`config.mk`:
```
export PLATFORM = sky130hd
export DESIGN_NAME = vgaController
export DESIGN_NICKNAME = d
export VERILOG_FILES = /design/src/rtl/vgaPkg.sv /design/src/rtl/vgaTiming.sv /design/src/rtl/rectOverlay.sv /design/src/rtl/pixelCompose.sv /design/src/rtl/vgaController.sv
export SDC_FILE = /design/constraint.sdc
export NUM_CORES = 1
export LEC_CHECK = 0
export BUFFER_PORTS_ARGS = -buffer_cell sky130_fd_sc_hd__buf_2
export CAP_MARGIN = 40
export CORE_UTILIZATION = 52
export DETAILED_ROUTE_END_ITERATION = 10
export PLACE_DENSITY_LB_ADDON = 0.05
export SYNTH_ARGS = -nofsm -noshare
export SYNTH_HDL_FRONTEND = slang
export SYNTH_SLANG_ARGS = --single-unit
export TNS_END_PERCENT = 1
```
`constraint.sdc`:
```
create_clock -name iCLK -period 4.2 [get_ports iCLK]
set_clock_uncertainty 0.15 [all_clocks]
set_input_delay 0.42 -clock iCLK [delete_from_list [all_inputs] [get_ports iCLK]]
set_output_delay 0.42 -clock iCLK [all_outputs]
set_load 0.1 [all_outputs]
```
`src/rtl/vgaPkg.sv`:
```
package vgaPkg;

	// channel and counter widths
	localparam int COLOR_W = 10;
	localparam int COUNT_W = 10;

	// horizontal timing, in pixel clocks
	localparam int H_SYNC_CYC  = 96;
	localparam int H_SYNC_BACK = 45;
	localparam int H_ACT       = 640;
	localparam int H_TOTAL     = 800;

	// vertical timing, in lines
	localparam int V_SYNC_CYC  = 2;
	localparam int V_SYNC_BACK = 32;
	localparam int V_ACT       = 480;
	localparam int V_TOTAL     = 525;

	// first visible column, four clocks past the back porch
	localparam int X_START = H_SYNC_CYC + H_SYNC_BACK + 4;
	// first visible row
	localparam int Y_START = V_SYNC_CYC + V_SYNC_BACK;

	// request opens this many columns ahead of the pixel
	localparam int REQ_LEAD = 2;

	// outer frame, offsets from the active window origin
	localparam int FRAME_LEFT   = 170;
	localparam int FRAME_RIGHT  = 469;
	localparam int FRAME_TOP    = 165;
	localparam int FRAME_BOTTOM = 314;
	localparam int FRAME_THICK  = 2;

	// candidate rectangles, one pixel thick
	localparam int NUM_RECT = 5;
	// left edges, rectangle 1 first
	localparam int RECT_LEFT [NUM_RECT] = '{174, 223, 272, 321, 370};
	localparam int RECT_WIDTH  = 95;
	localparam int RECT_TOP    = 169;
	localparam int RECT_BOTTOM = 310;

	// output levels
	localparam logic [COLOR_W-1:0] OVERLAY_LEVEL   = 10'h1FF;
	localparam logic [COLOR_W-1:0] SHADE_HIGH      = 10'h3FF;
	localparam logic [COLOR_W-1:0] SHADE_THRESHOLD = 10'h180;

	// bit 4 is rectangle 1, bit 0 rectangle 5
	typedef logic [NUM_RECT-1:0] rectMask_t;

	typedef struct packed {
		logic [COUNT_W-1:0] hCount;
		logic [COUNT_W-1:0] vCount;
	} scanPos_t;

	typedef struct packed {
		logic [COLOR_W-1:0] r;
		logic [COLOR_W-1:0] g;
		logic [COLOR_W-1:0] b;
	} rgbPixel_t;

	// selection input to drawn rectangles
	// overlapping neighbours drop to the pattern the calc block expects
	localparam rectMask_t RECT_SEL_TABLE [32] = '{
		// 00000 .. 00111
		5'b00000, 5'b00001, 5'b00010, 5'b00010,
		5'b00100, 5'b00101, 5'b00100, 5'b00101,
		// 01000 .. 01111
		5'b01000, 5'b01001, 5'b01010, 5'b01010,
		5'b00100, 5'b00101, 5'b01010, 5'b01010,
		// 10000 .. 10111
		5'b10000, 5'b10001, 5'b10010, 5'b10010,
		5'b10100, 5'b10101, 5'b10100, 5'b10101,
		// 11000 .. 11111
		5'b01000, 5'b01001, 5'b01010, 5'b01010,
		5'b10100, 5'b10101, 5'b01010, 5'b10101
	};

endpackage

```
`src/rtl/vgaTiming.sv`:
```
`timescale 1ns/1ps

module vgaTiming
(
	input  logic             iCLK,
	input  logic             iRST_N,
	output vgaPkg::scanPos_t scanPos,
	output logic             hSync,
	output logic             vSync,
	output logic             blank,
	output logic             request
);
	import vgaPkg::*;

	logic [COUNT_W-1:0] hCount;
	logic [COUNT_W-1:0] vCount;
	logic               reqCol;
	logic               reqRow;

	// horizontal counter, 0..H_TOTAL inclusive
	always_ff @(posedge iCLK or negedge iRST_N)
	begin
		if (!iRST_N)
		begin
			hCount <= '0;
			hSync  <= 1'b0;
		end
		else
		begin
			if (hCount < H_TOTAL)
				hCount <= hCount + 1'b1;
			else
				hCount <= '0;
			// sync low during the first H_SYNC_CYC columns, one clock late
			if (hCount < H_SYNC_CYC)
				hSync <= 1'b0;
			else
				hSync <= 1'b1;
		end
	end

	// vertical counter steps once per line, at column 0
	always_ff @(posedge iCLK or negedge iRST_N)
	begin
		if (!iRST_N)
		begin
			vCount <= '0;
			vSync  <= 1'b0;
		end
		else if (hCount == '0)
		begin
			if (vCount < V_TOTAL)
				vCount <= vCount + 1'b1;
			else
				vCount <= '0;
			// sync from the row before the step
			if (vCount < V_SYNC_CYC)
				vSync <= 1'b0;
			else
				vSync <= 1'b1;
		end
	end

	// request window, shifted left by REQ_LEAD so the host has time
	assign reqCol = (hCount >= X_START - REQ_LEAD) && (hCount < X_START + H_ACT - REQ_LEAD);
	assign reqRow = (vCount >= Y_START) && (vCount < Y_START + V_ACT);

	always_ff @(posedge iCLK or negedge iRST_N)
	begin
		if (!iRST_N)
			request <= 1'b0;
		else
			request <= reqCol && reqRow;
	end

	assign scanPos = '{hCount: hCount, vCount: vCount};

	// composite blank, high only when both syncs are inactive
	assign blank = hSync & vSync;

endmodule

```
`src/rtl/rectOverlay.sv`:
```
`timescale 1ns/1ps

module rectOverlay
(
	input  vgaPkg::scanPos_t  scanPos,
	input  vgaPkg::rectMask_t rectSel,
	output logic              overlayHit
);
	import vgaPkg::*;

	// absolute frame bounds
	localparam int FL = X_START + FRAME_LEFT;
	localparam int FR = X_START + FRAME_RIGHT;
	localparam int FT = Y_START + FRAME_TOP;
	localparam int FB = Y_START + FRAME_BOTTOM;

	// rectangle rows, common to all five
	localparam int RT = Y_START + RECT_TOP;
	localparam int RB = Y_START + RECT_BOTTOM;

	logic [COUNT_W-1:0] hCount;
	logic [COUNT_W-1:0] vCount;
	logic               frameCol;
	logic               frameRow;
	logic               frameHSpan;
	logic               frameVSpan;
	logic               frameHit;
	rectMask_t          rectHit;
	rectMask_t          rectShown;

	assign hCount = scanPos.hCount;
	assign vCount = scanPos.vCount;

	// frame extent, inclusive on all sides
	assign frameHSpan = (hCount >= FL) && (hCount <= FR);
	assign frameVSpan = (vCount >= FT) && (vCount <= FB);

	// two outermost columns at each side
	assign frameCol = ((hCount >= FL) && (hCount < FL + FRAME_THICK)) ||
		((hCount > FR - FRAME_THICK) && (hCount <= FR));

	// two outermost rows at top and bottom
	assign frameRow = ((vCount >= FT) && (vCount < FT + FRAME_THICK)) ||
		((vCount > FB - FRAME_THICK) && (vCount <= FB));

	assign frameHit = (frameCol && frameVSpan) || (frameRow && frameHSpan);

	// one boundary detector per candidate
	for (genvar i = 0; i < NUM_RECT; i++)
	begin : genRect
		localparam int RL = X_START + RECT_LEFT[i];
		localparam int RR = RL + RECT_WIDTH;

		logic onCol;
		logic onRow;
		logic hSpan;
		logic vSpan;

		assign onCol = (hCount == RL) || (hCount == RR);
		assign onRow = (vCount == RT) || (vCount == RB);
		assign hSpan = (hCount >= RL) && (hCount <= RR);
		assign vSpan = (vCount >= RT) && (vCount <= RB);

		// rectangle 1 lands on the top mask bit
		assign rectHit[NUM_RECT-1-i] = (onCol && vSpan) || (onRow && hSpan);
	end

	// table lookup, filters out clashing neighbours
	assign rectShown = RECT_SEL_TABLE[rectSel];

	// frame is always drawn
	assign overlayHit = frameHit || (|(rectHit & rectShown));

endmodule

```
`src/rtl/pixelCompose.sv`:
```
`timescale 1ns/1ps

module pixelCompose
(
	input  vgaPkg::scanPos_t            scanPos,
	input  logic [vgaPkg::COLOR_W-1:0]  hostBlue,
	input  logic                        overlayHit,
	output vgaPkg::rgbPixel_t           vgaColor
);
	import vgaPkg::*;

	logic               inWindow;
	logic               bright;
	logic [COLOR_W-1:0] shade;
	logic [COLOR_W-1:0] level;

	// visible 640x480 area
	assign inWindow = (scanPos.hCount >= X_START) && (scanPos.hCount < X_START + H_ACT) &&
		(scanPos.vCount >= Y_START) && (scanPos.vCount < Y_START + V_ACT);

	// strict compare, threshold itself stays black
	assign bright = hostBlue > SHADE_THRESHOLD;

	// black or white only, black in the porches
	assign shade = (inWindow && bright) ? SHADE_HIGH : '0;

	// overlay wins over the camera shade
	assign level = overlayHit ? OVERLAY_LEVEL : shade;

	// grey scale, same level on every channel
	assign vgaColor = '{r: level, g: level, b: level};

endmodule

```
`src/rtl/vgaController.sv`:
```
`timescale 1ns/1ps

module vgaController
(
	input  logic                        iCLK,
	input  logic                        iRST_N,
	// host side
	input  vgaPkg::rectMask_t           rectSel,
	input  logic [vgaPkg::COLOR_W-1:0]  hostBlue,
	output logic                        request,
	output vgaPkg::scanPos_t            scanPos,
	// display side
	output vgaPkg::rgbPixel_t           vgaColor,
	output logic                        hSync,
	output logic                        vSync,
	output logic                        blank
);

	// frame or selected rectangle under the beam
	logic overlayHit;

	// scan counters and registered syncs
	vgaTiming timing_i
	(
		.iCLK    (iCLK),
		.iRST_N  (iRST_N),
		.scanPos (scanPos),
		.hSync   (hSync),
		.vSync   (vSync),
		.blank   (blank),
		.request (request)
	);

	// boundary detection, same cycle as scanPos
	rectOverlay overlay_i
	(
		.scanPos    (scanPos),
		.rectSel    (rectSel),
		.overlayHit (overlayHit)
	);

	// final colour, combinational from position and host data
	pixelCompose compose_i
	(
		.scanPos    (scanPos),
		.hostBlue   (hostBlue),
		.overlayHit (overlayHit),
		.vgaColor   (vgaColor)
	);

endmodule

```
[After elaboration in Yosys (flattened, before gate mapping)]
Memory sizes are Yosys's and may differ from the RTL's.
Index checks and enable logic that the tools add are counted.
Storage, ports and cells
  register bits: 23
  memories: 1
  bits of input ports: 17
  word-level logic and storage cells: 111
  ROM bits: 160
  output and inout bits: 54
Memories
  (no name shown): words 32, width 5, read ports 1, clocked after memory_dff 0, write ports 0, line rectOverlay.sv:69  | assign rectShown = RECT_SEL_TABLE[rectSel];
Operators by class
  reduce and logical (&&, ||, !) cells: 48
  bitwise operators: 3
  $add $sub $neg: 2
  equality and inequality tests: 12
  order comparisons: 32
  multiplexer cells: 8
Operators with widths (count)
  $eq 10x9->1 const B: 7
  $ge 10x9->1 const B: 5
  $lt 10x10->1 const B: 5
  $eq 10x10->1 const B: 4
  $ge 10x8->1 const B: 4
  $le 10x10->1 const B: 4
  $le 10x9->1 const B: 4
  $mux 10: 4
  $logic_and 1x1->1: 31
  $add 10x1->10 const B: 2
  $gt 10x9->1 const B: 2
  $logic_or 1x1->1: 15
  $eq 10x8->1 const B: 1
  $ge 10x10->1 const B: 1
  $ge 10x6->1 const B: 1
  $gt 10x10->1 const B: 1
  $logic_not 10->1: 1
  $lt 10x2->1 const B: 1
  $lt 10x7->1 const B: 1
  $lt 10x8->1 const B: 1
  $lt 10x9->1 const B: 1
  $mux 5: 2
  $ge 6x6->1 const B: 1
  $not 5->6: 1
  other kinds (4): 5

[Logic depth before layout (Yosys ltp)]
Gate-level depths: netlist of run 1.
  depth after elaboration: 8
  gate-level depth with buffers: 9
  gate-level depth less buffers: 8

[By module]
A second synthesis of run 1 with hierarchy kept.
Unflattened totals
  cell total of the unflattened synthesis: 321
  area total of the unflattened synthesis: 2436.1 um^2
Modules (own cells, without submodules)
  vgaTiming: instances 1, cells an instance 132, seq. area each 575.6 um^2, area an instance 1242.4 um^2
  rectOverlay: instances 1, cells an instance 138, seq. area each 0.0 um^2, area an instance 819.5 um^2
  pixelCompose: instances 1, cells an instance 51, seq. area each 0.0 um^2, area an instance 374.1 um^2

[Worst setup path after synthesis of run 1]
Ideal clock, no wire load.
  kind: reg-to-output
  from: reg timing_i.hCount[1]
  to: out vgaColor[10] (netlist bit)
  arrival time: 4.708 ns
  required time: 3.630 ns
  buffers on the path: 1
  cell stages (with the launch flop): 10
  path slack: -1.078 ns
  cell sequence: dfrtp_1 -> inv_1 -> ha_1 -> or4b_1 -> or3_1 -> a41oi_2 -> o221ai_2 -> o31ai_2 -> nand3_1 -> buf_4
RTL lines
  from (decl): line vgaTiming.sv:15  | logic [COUNT_W-1:0] hCount;
  from (signal assigned): line vgaTiming.sv:31  | hCount <= hCount + 1'b1;
  to (decl): line vgaController.sv:13  | output vgaPkg::rgbPixel_t vgaColor,

==> impl_table.tex, run 1 <==
\begin{tabular}{lr}
\hline
Metric & Value \\
\hline
\multicolumn{2}{l}{\textbf{Clock network}} \\
Root buffer selected by CTS & sky130\_fd\_sc\_hd\_\_clkbuf\_8 \\
Number of cells upsized or downsized after cts & 0 \\
H-Tree Depth & 1 \\
Clock buffer count from CTS & 3 \\
Clock latency on the worst-skew pair & 270 ps \\
Setup Buffers After CTS & 0 \\
CTS Hold Bufs & 1 \\
Sink Count & 23 \\
Maximum count of clock buffers along a single path & 2 \\
Clock tree from TritonCTS & yes \\
Clock slew at reported path FFs & 90 ps \\
\multicolumn{2}{l}{\textbf{Timing}} \\
F\_max & 260 MHz \\
Final period util & 0.915 \\
Slew Limit Headroom & 0.531 \\
Measured slew at the worst slew-check pin & 697 ps \\
Final Max Slew Viols & 0 \\
Final setup violating endpoints & 0 \\
Final hold violation count & 0 \\
Clock period minus worst slack & 3840 ps \\
Total Neg Setup Slack & 0 ps \\
Setup repair after global routing missed its margin & no \\
\multicolumn{2}{l}{\textbf{Pwr}} \\
Net switching component of the power & 85.5 uW \\
Worst IR drop on VDD & 0.122 mV \\
Cell internal pwr & 297 uW \\
Leakage power & 1.19 nW \\
Part of the total power dissipated in combinational logic & 0.054 \\
Final total power & 383 uW \\
Sequential Power Share & 0.578 \\
P per Cell Area & 152 nW/um\^{}2 \\
Clock network fraction of total power & 0.368 \\
Net switching fraction of the power & 0.223 \\
\multicolumn{2}{l}{\textbf{Drt}} \\
Number of violations reported at the end of detailed-routing iteration 0 & 193 \\
Antenna Nets Post-Route & 0 \\
Wirelength per Cell & 15.6 um \\
Vias post-DR & 2,350 \\
Drt first pass iters & 4 \\
DRC violations left & 0 \\
Post-detailed-route via-to-cell ratio & 6.20 \\
Post-Route WL & 5910 um \\
\multicolumn{2}{l}{\textbf{Worst setup path}} \\
Type of element capturing the critical path & output port \\
Startpoint of the worst register-to-register path & timing\_i.hCount[1]\$\_DFF\_PN0\_ \\
Critical Path Max Stage Delay & 470 ps \\
Startpoint type of the worst setup path & register \\
Worst-path cell with the longest stage delay & sky130\_fd\_sc\_hd\_\_or4b\_1 \\
Cells along the critical path & inv\_1 > ha\_1 > or4b\_1 > or3\_1 > a41oi\_2 > o221ai\_2 > o31ai\_2 > and3\_4 > buf\_2 \\
Crit path kind & register to output port \\
Crit path DAT & 3270 ps \\
Max FO, Critical Path & 7 \\
CP startpoint & timing\_i.hCount[1]\$\_DFF\_PN0\_ \\
Worst path required time & 3630 ps \\
\multicolumn{2}{l}{\textbf{Logic synthesis}} \\
Post-synth EDFFs & 0 \\
Yosys synthesis warning count & 0 \\
Number of different library cells in the post-synthesis netlist & 59 \\
Mapped Cells & 296 \\
Leading cell types by total area after synthesis & sky130\_fd\_sc\_hd\_\_dfrtp\_1 25\%, sky130\_fd\_sc\_hd\_\_buf\_4 9.2\%, sky130\_fd\_sc\_hd\_\_o21ai\_0 4.4\%, sky130\_fd\_sc\_hd\_\_nand2\_1 4.3\%, sky130\_fd\_sc\_hd\_\_nor2\_1 4.3\% \\
Async set-reset flop share out of synthesis & 1.00 \\
Avg Inst Size Synth & 7.74 sq um \\
Count of state elements after synthesis & 23 \\
Sequential-to-total area share from yosys stat & 0.251 \\
Commonest register cell after synthesis & sky130\_fd\_sc\_hd\_\_dfrtp\_1 \\
Synthesized net count & 319 \\
Post-synthesis instance area & 2290 sq um \\
Cell taking the most area after synthesis & sky130\_fd\_sc\_hd\_\_dfrtp\_1 \\
Area fraction of the dominant cell type after synthesis & 0.251 \\
\multicolumn{2}{l}{\textbf{Final layout}} \\
Post-Route Utilization & 0.614 \\
Synth-to-Final Area Change & 10.2\% \\
Net count reported at finish & 353 \\
Fraction of final layout cells sized beyond drive strength 1 & 0.277 \\
Final instance area & 2520 sq um \\
Antenna diodes & 0 \\
\multicolumn{2}{l}{\textbf{Placement}} \\
Placer Congestion & 0.938 \\
Instance area after placement & 2470 sq um \\
Port Buffers & 70 \\
Dpl hpwl & 4230 um \\
\multicolumn{2}{l}{\textbf{GRT}} \\
Leftover overflow at the end of global routing & 0 \\
GRT Util Overall & 0.268 \\
Pin count of the biggest net entering global routing & 28 \\
Vias in the first global route & 1,921 \\
First-pass GRT wire length & 9400 um \\
Number of antenna violations at the first check in global routing & 0 \\
\multicolumn{2}{l}{\textbf{Die}} \\
Starting density of the core & 0.557 \\
I/O pin count & 71 \\
Total core area & 4120 sq um \\
Die outline area & 4680 sq um \\
Placement Rows & 23 \\
Die H & 68.4 um \\
Die X-Extent & 68.4 um \\
\multicolumn{2}{l}{\textbf{Run}} \\
Max capacitance violation total & 0 \\
\multicolumn{2}{l}{\textbf{Hold path}} \\
Class of the tightest hold or removal check & register to register \\
Start point of the worst min-delay path & timing\_i.vSync\$\_DFFE\_PN0N\_ \\
\multicolumn{2}{l}{\textbf{Run status}} \\
Run status & complete, no violations \\
\hline
\end{tabular}
## area by class of cell
| class | count | area (sq um) |
|---|---|---|
| fillers | 392 | 1590 |
| multi-input cells | 221 | 1430 |
| well taps | 50 | 62.6 |
| repair buffers | 75 | 390 |
| flip-flops and latches | 23 | 577 |
| clock buffers | 4 | 45.0 |
| inverters | 6 | 22.5 |
## cell usage after synthesis (all sizes together) (5+ instances only)
| master | instances |
|---|---|
| buf | 33 |
| nand2 | 26 |
| nor2 | 26 |
| dfrtp | 23 |
| o21ai | 20 |
| a21oi | 15 |
| nand3 | 14 |
| clkbuf | 13 |
| and3 | 8 |
| nand3b | 8 |
| ha | 6 |
| inv | 6 |
| or4 | 6 |
| nand2b | 5 |
| nor2b | 5 |
| nor3 | 5 |
| or3 | 5 |
| xnor2 | 5 |
## state kept, by name (all words and copies together), names as in the netlist
| name | count |
|---|---|
| timing_i.hCount | 10 |
| timing_i.vCount | 10 |
| timing_i.hSync | 1 |
| timing_i.request | 1 |
| timing_i.vSync | 1 |
## power groups by stage
stage	registers [mW]	logic [mW]	clock network, mW
final	0.221	0.0208	0.141
after global routing	0.221	0.0237	0.154
after CTS	0.221	0.0210	0.144
after detailed placement	0.226	0.0205	0
after global placement	0.226	0.0200	0
after floorplan	0.226	0.00556	0
## metrics by stage
stage / hold slack [ps] / instances / setup WS, ps
after floorplan: -25.6 / 296 / 37.9
after global placement: 271 / 374 / 716
after detailed placement: 281 / 374 / 646
after CTS: 431 / 379 / 354
after global routing: 471 / 379 / 132
final: 422 / 379 / 359
## kinds of logic (layout without fill, tap and decap cells)
group | Yosys count | in the layout | synth area share
compound gates | 75 | 75 | 0.229
xor+xnor | 7 | 7 | 0.0268
fa+ha+maj | 6 | 6 | 0.0328
buf+inv | 52 | 85 | 0.133
flops | 23 | 23 | 0.251
mux | 1 | 1 | 0.00491
simple gates | 132 | 132 | 0.322
## routing by layer
metal	up-vias	share of wire	GRT usage
li1	1140	-	-
met1	1110	0.43	0.360
met2	88	0.49	0.435
met3	12	0.055	0.0467
met4	0	0.021	0.0781
met5	-	0	0
## final timing paths
check	to	slack (ps)	depth (start not counted)
min in group asynchronous	timing_i.vCount[4]$_DFFE_PN0N_	500	2
min reg2reg	timing_i.vSync$_DFFE_PN0N_	420	2
max in group asynchronous	timing_i.hCount[1]$_DFF_PN0_	3020	2
min	timing_i.vSync$_DFFE_PN0N_	420	2
max	vgaColor[9]	360	9
max reg2reg	timing_i.vCount[8]$_DFFE_PN0N_	1280	7
## placed cells by master (no fill, tap or decap), types with 4 or more instances in the layout
cell | synthesis | final
sky130_fd_sc_hd__a21oi_1 | 15 | 15
sky130_fd_sc_hd__ha_1 | 6 | 6
sky130_fd_sc_hd__or3_1 | 5 | 5
sky130_fd_sc_hd__nor4b_1 | 4 | 4
sky130_fd_sc_hd__inv_1 | 6 | 6
sky130_fd_sc_hd__and3_1 | 8 | 7
sky130_fd_sc_hd__buf_2 | 4 | 70
sky130_fd_sc_hd__nor3_1 | 5 | 5
sky130_fd_sc_hd__nand3b_1 | 8 | 8
sky130_fd_sc_hd__nand3_1 | 14 | 13
sky130_fd_sc_hd__xnor2_1 | 5 | 5
sky130_fd_sc_hd__o21ai_0 | 20 | 20
sky130_fd_sc_hd__nand2b_1 | 5 | 5
sky130_fd_sc_hd__nand2_1 | 26 | 26
sky130_fd_sc_hd__or4_1 | 6 | 6
sky130_fd_sc_hd__dfrtp_1 | 23 | 22
sky130_fd_sc_hd__nor2b_1 | 5 | 5
sky130_fd_sc_hd__nor2_1 | 26 | 26
sky130_fd_sc_hd__buf_4 | 28 | 4
## worst max-delay path: cells and delay by family, from the launching register on
| family | cells | cell delay [ps] |
|---|---|---|
| DFF | 1 | 450 |
| buffers and inverters | 2 | 550 |
| and+or+nand+nor | 3 | 1060 |
| adders and majority gates | 1 | 270 |
| AOI/OAI and AO/OA | 3 | 680 |
No activity file was read; power rests on OpenSTA's default activity.
==> run 2: changes to the inputs <==
--- a/config.mk
+++ b/config.mk
@@ -8,8 +8,10 @@
 export BUFFER_PORTS_ARGS = -buffer_cell sky130_fd_sc_hd__buf_2
 export CAP_MARGIN = 40
 export CORE_UTILIZATION = 52
+export CTS_CLUSTER_DIAMETER = 200
 export DETAILED_ROUTE_END_ITERATION = 10
 export PLACE_DENSITY_LB_ADDON = 0.05
+export REMOVE_ABC_BUFFERS = 1
 export SYNTH_ARGS = -nofsm -noshare
 export SYNTH_HDL_FRONTEND = slang
 export SYNTH_SLANG_ARGS = --single-unit
==> run 2 against run 1 <==
Via count fell by 0.30%. Global-route usage is 0.13 points lower. First-iteration DRC count increased by 13%. Design area is 0.40% higher. Sequential power about the same. Wire length is 1.3% higher. Non-clock buffer count up 3. Sequential share of layout area decreased by 0.14 points. Cell count grew 0.79%.
==> impl_table.tex, run 2 (same netlist as run 1, synthesis figures left out) <==
\begin{tabular}{lr}
\hline
Metric & Value \\
\hline
\multicolumn{2}{l}{\textbf{Die}} \\
Die H & 68.4 um \\
Die outline area & 4680 sq um \\
Placement Rows & 23 \\
I/O pin count & 71 \\
Die X-Extent & 68.4 um \\
Total core area & 4120 sq um \\
Starting density of the core & 0.557 \\
\multicolumn{2}{l}{\textbf{Worst setup path}} \\
Startpoint type of the worst setup path & register \\
Startpoint of the worst register-to-register path & timing\_i.hCount[1]\$\_DFF\_PN0\_ \\
Minimum setup slack among reg-to-reg paths & 1330 ps \\
Crit path DAT & 3330 ps \\
Type of element capturing the critical path & output port \\
Crit path kind & register to output port \\
Count of cells along the worst register-to-register path & 7 \\
R2r endpoint & timing\_i.vCount[8]\$\_DFFE\_PN0N\_ \\
Worst path required time & 3630 ps \\
Max FO, Critical Path & 27 \\
\multicolumn{2}{l}{\textbf{Clock network}} \\
Maximum count of clock buffers along a single path & 2 \\
Sink Count & 23 \\
Clock latency on the worst-skew pair & 280 ps \\
Clock tree from TritonCTS & yes \\
Root buffer selected by CTS & sky130\_fd\_sc\_hd\_\_clkbuf\_8 \\
H-Tree Depth & 1 \\
Clock buffer count from CTS & 3 \\
Setup Buffers After CTS & 0 \\
Clock slew at reported path FFs & 90 ps \\
\multicolumn{2}{l}{\textbf{Pwr}} \\
Worst IR drop on VDD & 0.109 mV \\
Final total power & 384 uW \\
P per Cell Area & 151 nW/um\^{}2 \\
Leakage power & 1.21 nW \\
\multicolumn{2}{l}{\textbf{GRT}} \\
GRT Max-Usage Layer & met1 \\
Met2 track demand over resource in global routing & 0.388 \\
GRT Util Overall & 0.267 \\
Leftover overflow at the end of global routing & 0 \\
Met3 usage in global routing & 0.0250 \\
Number of antenna violations at the first check in global routing & 0 \\
Met1 global-route usage & 0.411 \\
First-pass GRT wire length & 9180 um \\
Pin count of the biggest net entering global routing & 28 \\
Vias in the first global route & 1,823 \\
\multicolumn{2}{l}{\textbf{Timing}} \\
Final setup violating endpoints & 0 \\
F\_max & 257 MHz \\
Slew Limit Headroom & 0.581 \\
Final period util & 0.928 \\
Setup repair after global routing missed its margin & no \\
Measured slew at the worst slew-check pin & 623 ps \\
Final Max Slew Viols & 0 \\
Clock period minus worst slack & 3900 ps \\
Final hold violation count & 0 \\
\multicolumn{2}{l}{\textbf{Run status}} \\
Run status & complete, no violations \\
\multicolumn{2}{l}{\textbf{Hold path}} \\
Worst hold path cell count & 2 \\
Class of the tightest hold or removal check & register to register \\
Start point of the worst min-delay path & timing\_i.vSync\$\_DFFE\_PN0N\_ \\
Hold-critical path endpoint & timing\_i.vSync\$\_DFFE\_PN0N\_ \\
\multicolumn{2}{l}{\textbf{Final layout}} \\
Commonest cells after routing, fill and taps aside & 70 x sky130\_fd\_sc\_hd\_\_buf\_2, 26 x sky130\_fd\_sc\_hd\_\_nand2\_1, 26 x sky130\_fd\_sc\_hd\_\_nor2\_1 \\
Fill cell count & 362 \\
Fraction of final layout cells sized beyond drive strength 1 & 0.280 \\
Final instance area & 2530 sq um \\
Most common cell after layout, fill and taps aside & sky130\_fd\_sc\_hd\_\_buf\_2 \\
Synth-to-Final Area Change & 10.6\% \\
Largest registers & timing\_i.hCount (10), timing\_i.vCount (10) \\
Post-Route Utilization & 0.616 \\
Antenna diodes & 0 \\
Net count reported at finish & 356 \\
\multicolumn{2}{l}{\textbf{Placement}} \\
Dpl hpwl & 4440 um \\
Port Buffers & 70 \\
Instance area after placement & 2470 sq um \\
Placer Congestion & 0.946 \\
\multicolumn{2}{l}{\textbf{Drt}} \\
Drt first pass iters & 4 \\
DRC violations left & 0 \\
Post-detailed-route via-to-cell ratio & 6.13 \\
Wirelength per Cell & 15.7 um \\
Number of violations reported at the end of detailed-routing iteration 0 & 218 \\
Post-Route WL & 5980 um \\
Vias post-DR & 2,343 \\
Antenna Nets Post-Route & 0 \\
\multicolumn{2}{l}{\textbf{Run}} \\
Max capacitance violation total & 0 \\
\hline
\end{tabular}
==> run 2: cell count changes in the layout (fill, tap and decap cells not counted), sizes merged <==
| cell | change |
|---|---|
| clkbuf | -1 |
| buf | +3 |
| clkinv | +1 |
==> run 2: worst max path at each step <==
stage	cells after the start	from	slack, ps	to
finish	9	timing_i.hCount[1]$_DFF_PN0_	300	vgaColor[14]
global route	9	timing_i.hCount[0]$_DFF_PN0_	9	vgaColor[17]
CTS	9	timing_i.hCount[0]$_DFF_PN0_	100	vgaColor[7]
detailed placement	9	timing_i.hCount[0]$_DFF_PN0_	410	vgaColor[7]
global placement	9	timing_i.hCount[0]$_DFF_PN0_	470	vgaColor[12]
floorplan	8	timing_i.hCount[1]$_DFF_PN0_	-18090	vgaColor[0]
==> run 2: layer usage <==
layer  up-vias  wire, um  share of wire
met3         5       370          0.062
met1      1100      2940           0.49
met4         0        57         0.0095
li1       1144         -              -
met2        94      2610           0.44
met5         -         0              0
==> run 2: power breakdown <==
| group | internal [mW] | leakage, nW | switching, mW |
|---|---|---|---|
| logic | 0.00848 | 0.878 | 0.0130 |
| clock network | 0.0665 | 0.0255 | 0.0748 |
| registers | 0.221 | 0.302 | 0 |
==> run 2: metrics by stage <==
step	instances	setup TNS (ps)	setup WS, ps	hold WS (ps)
after global routing	382	0	8.77	471
after CTS	382	0	103	412
after floorplan	250	-492400	-18090	-25.6
after detailed placement	377	0	414	294
after global placement	377	0	469	286
final	382	0	304	409
==> run 2: repair_timing <==
item | in CTS | in global routing
hold endpoints to repair | 13 | 0
gates resized for setup | 0 | 1
hold buffers | 1 | 0
endpoints found under the setup margin | 0 | 27
==> run 2: final cells by class <==
| class | count | area, sq um | share of cell area |
|---|---|---|---|
| Tap cell | 50 | 62.6 | 0.0247 |
| Timing Repair Buffer | 78 | 413 | 0.163 |
| Sequential cell | 23 | 576 | 0.227 |
| Clock buffer | 3 | 41.3 | 0.0163 |
| Clock inverter | 1 | 5.00 | 0.00197 |
| Inverter | 6 | 22.5 | 0.00888 |
| Multi-Input combinational cell | 221 | 1420 | 0.558 |
==> run 2: critical path, cell delays in order, from the launching register on <==
cell                       delay [ps]
sky130_fd_sc_hd__dfrtp_1          450
sky130_fd_sc_hd__inv_1            150
sky130_fd_sc_hd__ha_1             310
sky130_fd_sc_hd__or4b_1           470
sky130_fd_sc_hd__or3_1            340
sky130_fd_sc_hd__a41oi_2          230
sky130_fd_sc_hd__o221ai_2         120
sky130_fd_sc_hd__o31ai_2          270
sky130_fd_sc_hd__nand3_2          320
sky130_fd_sc_hd__buf_2            410
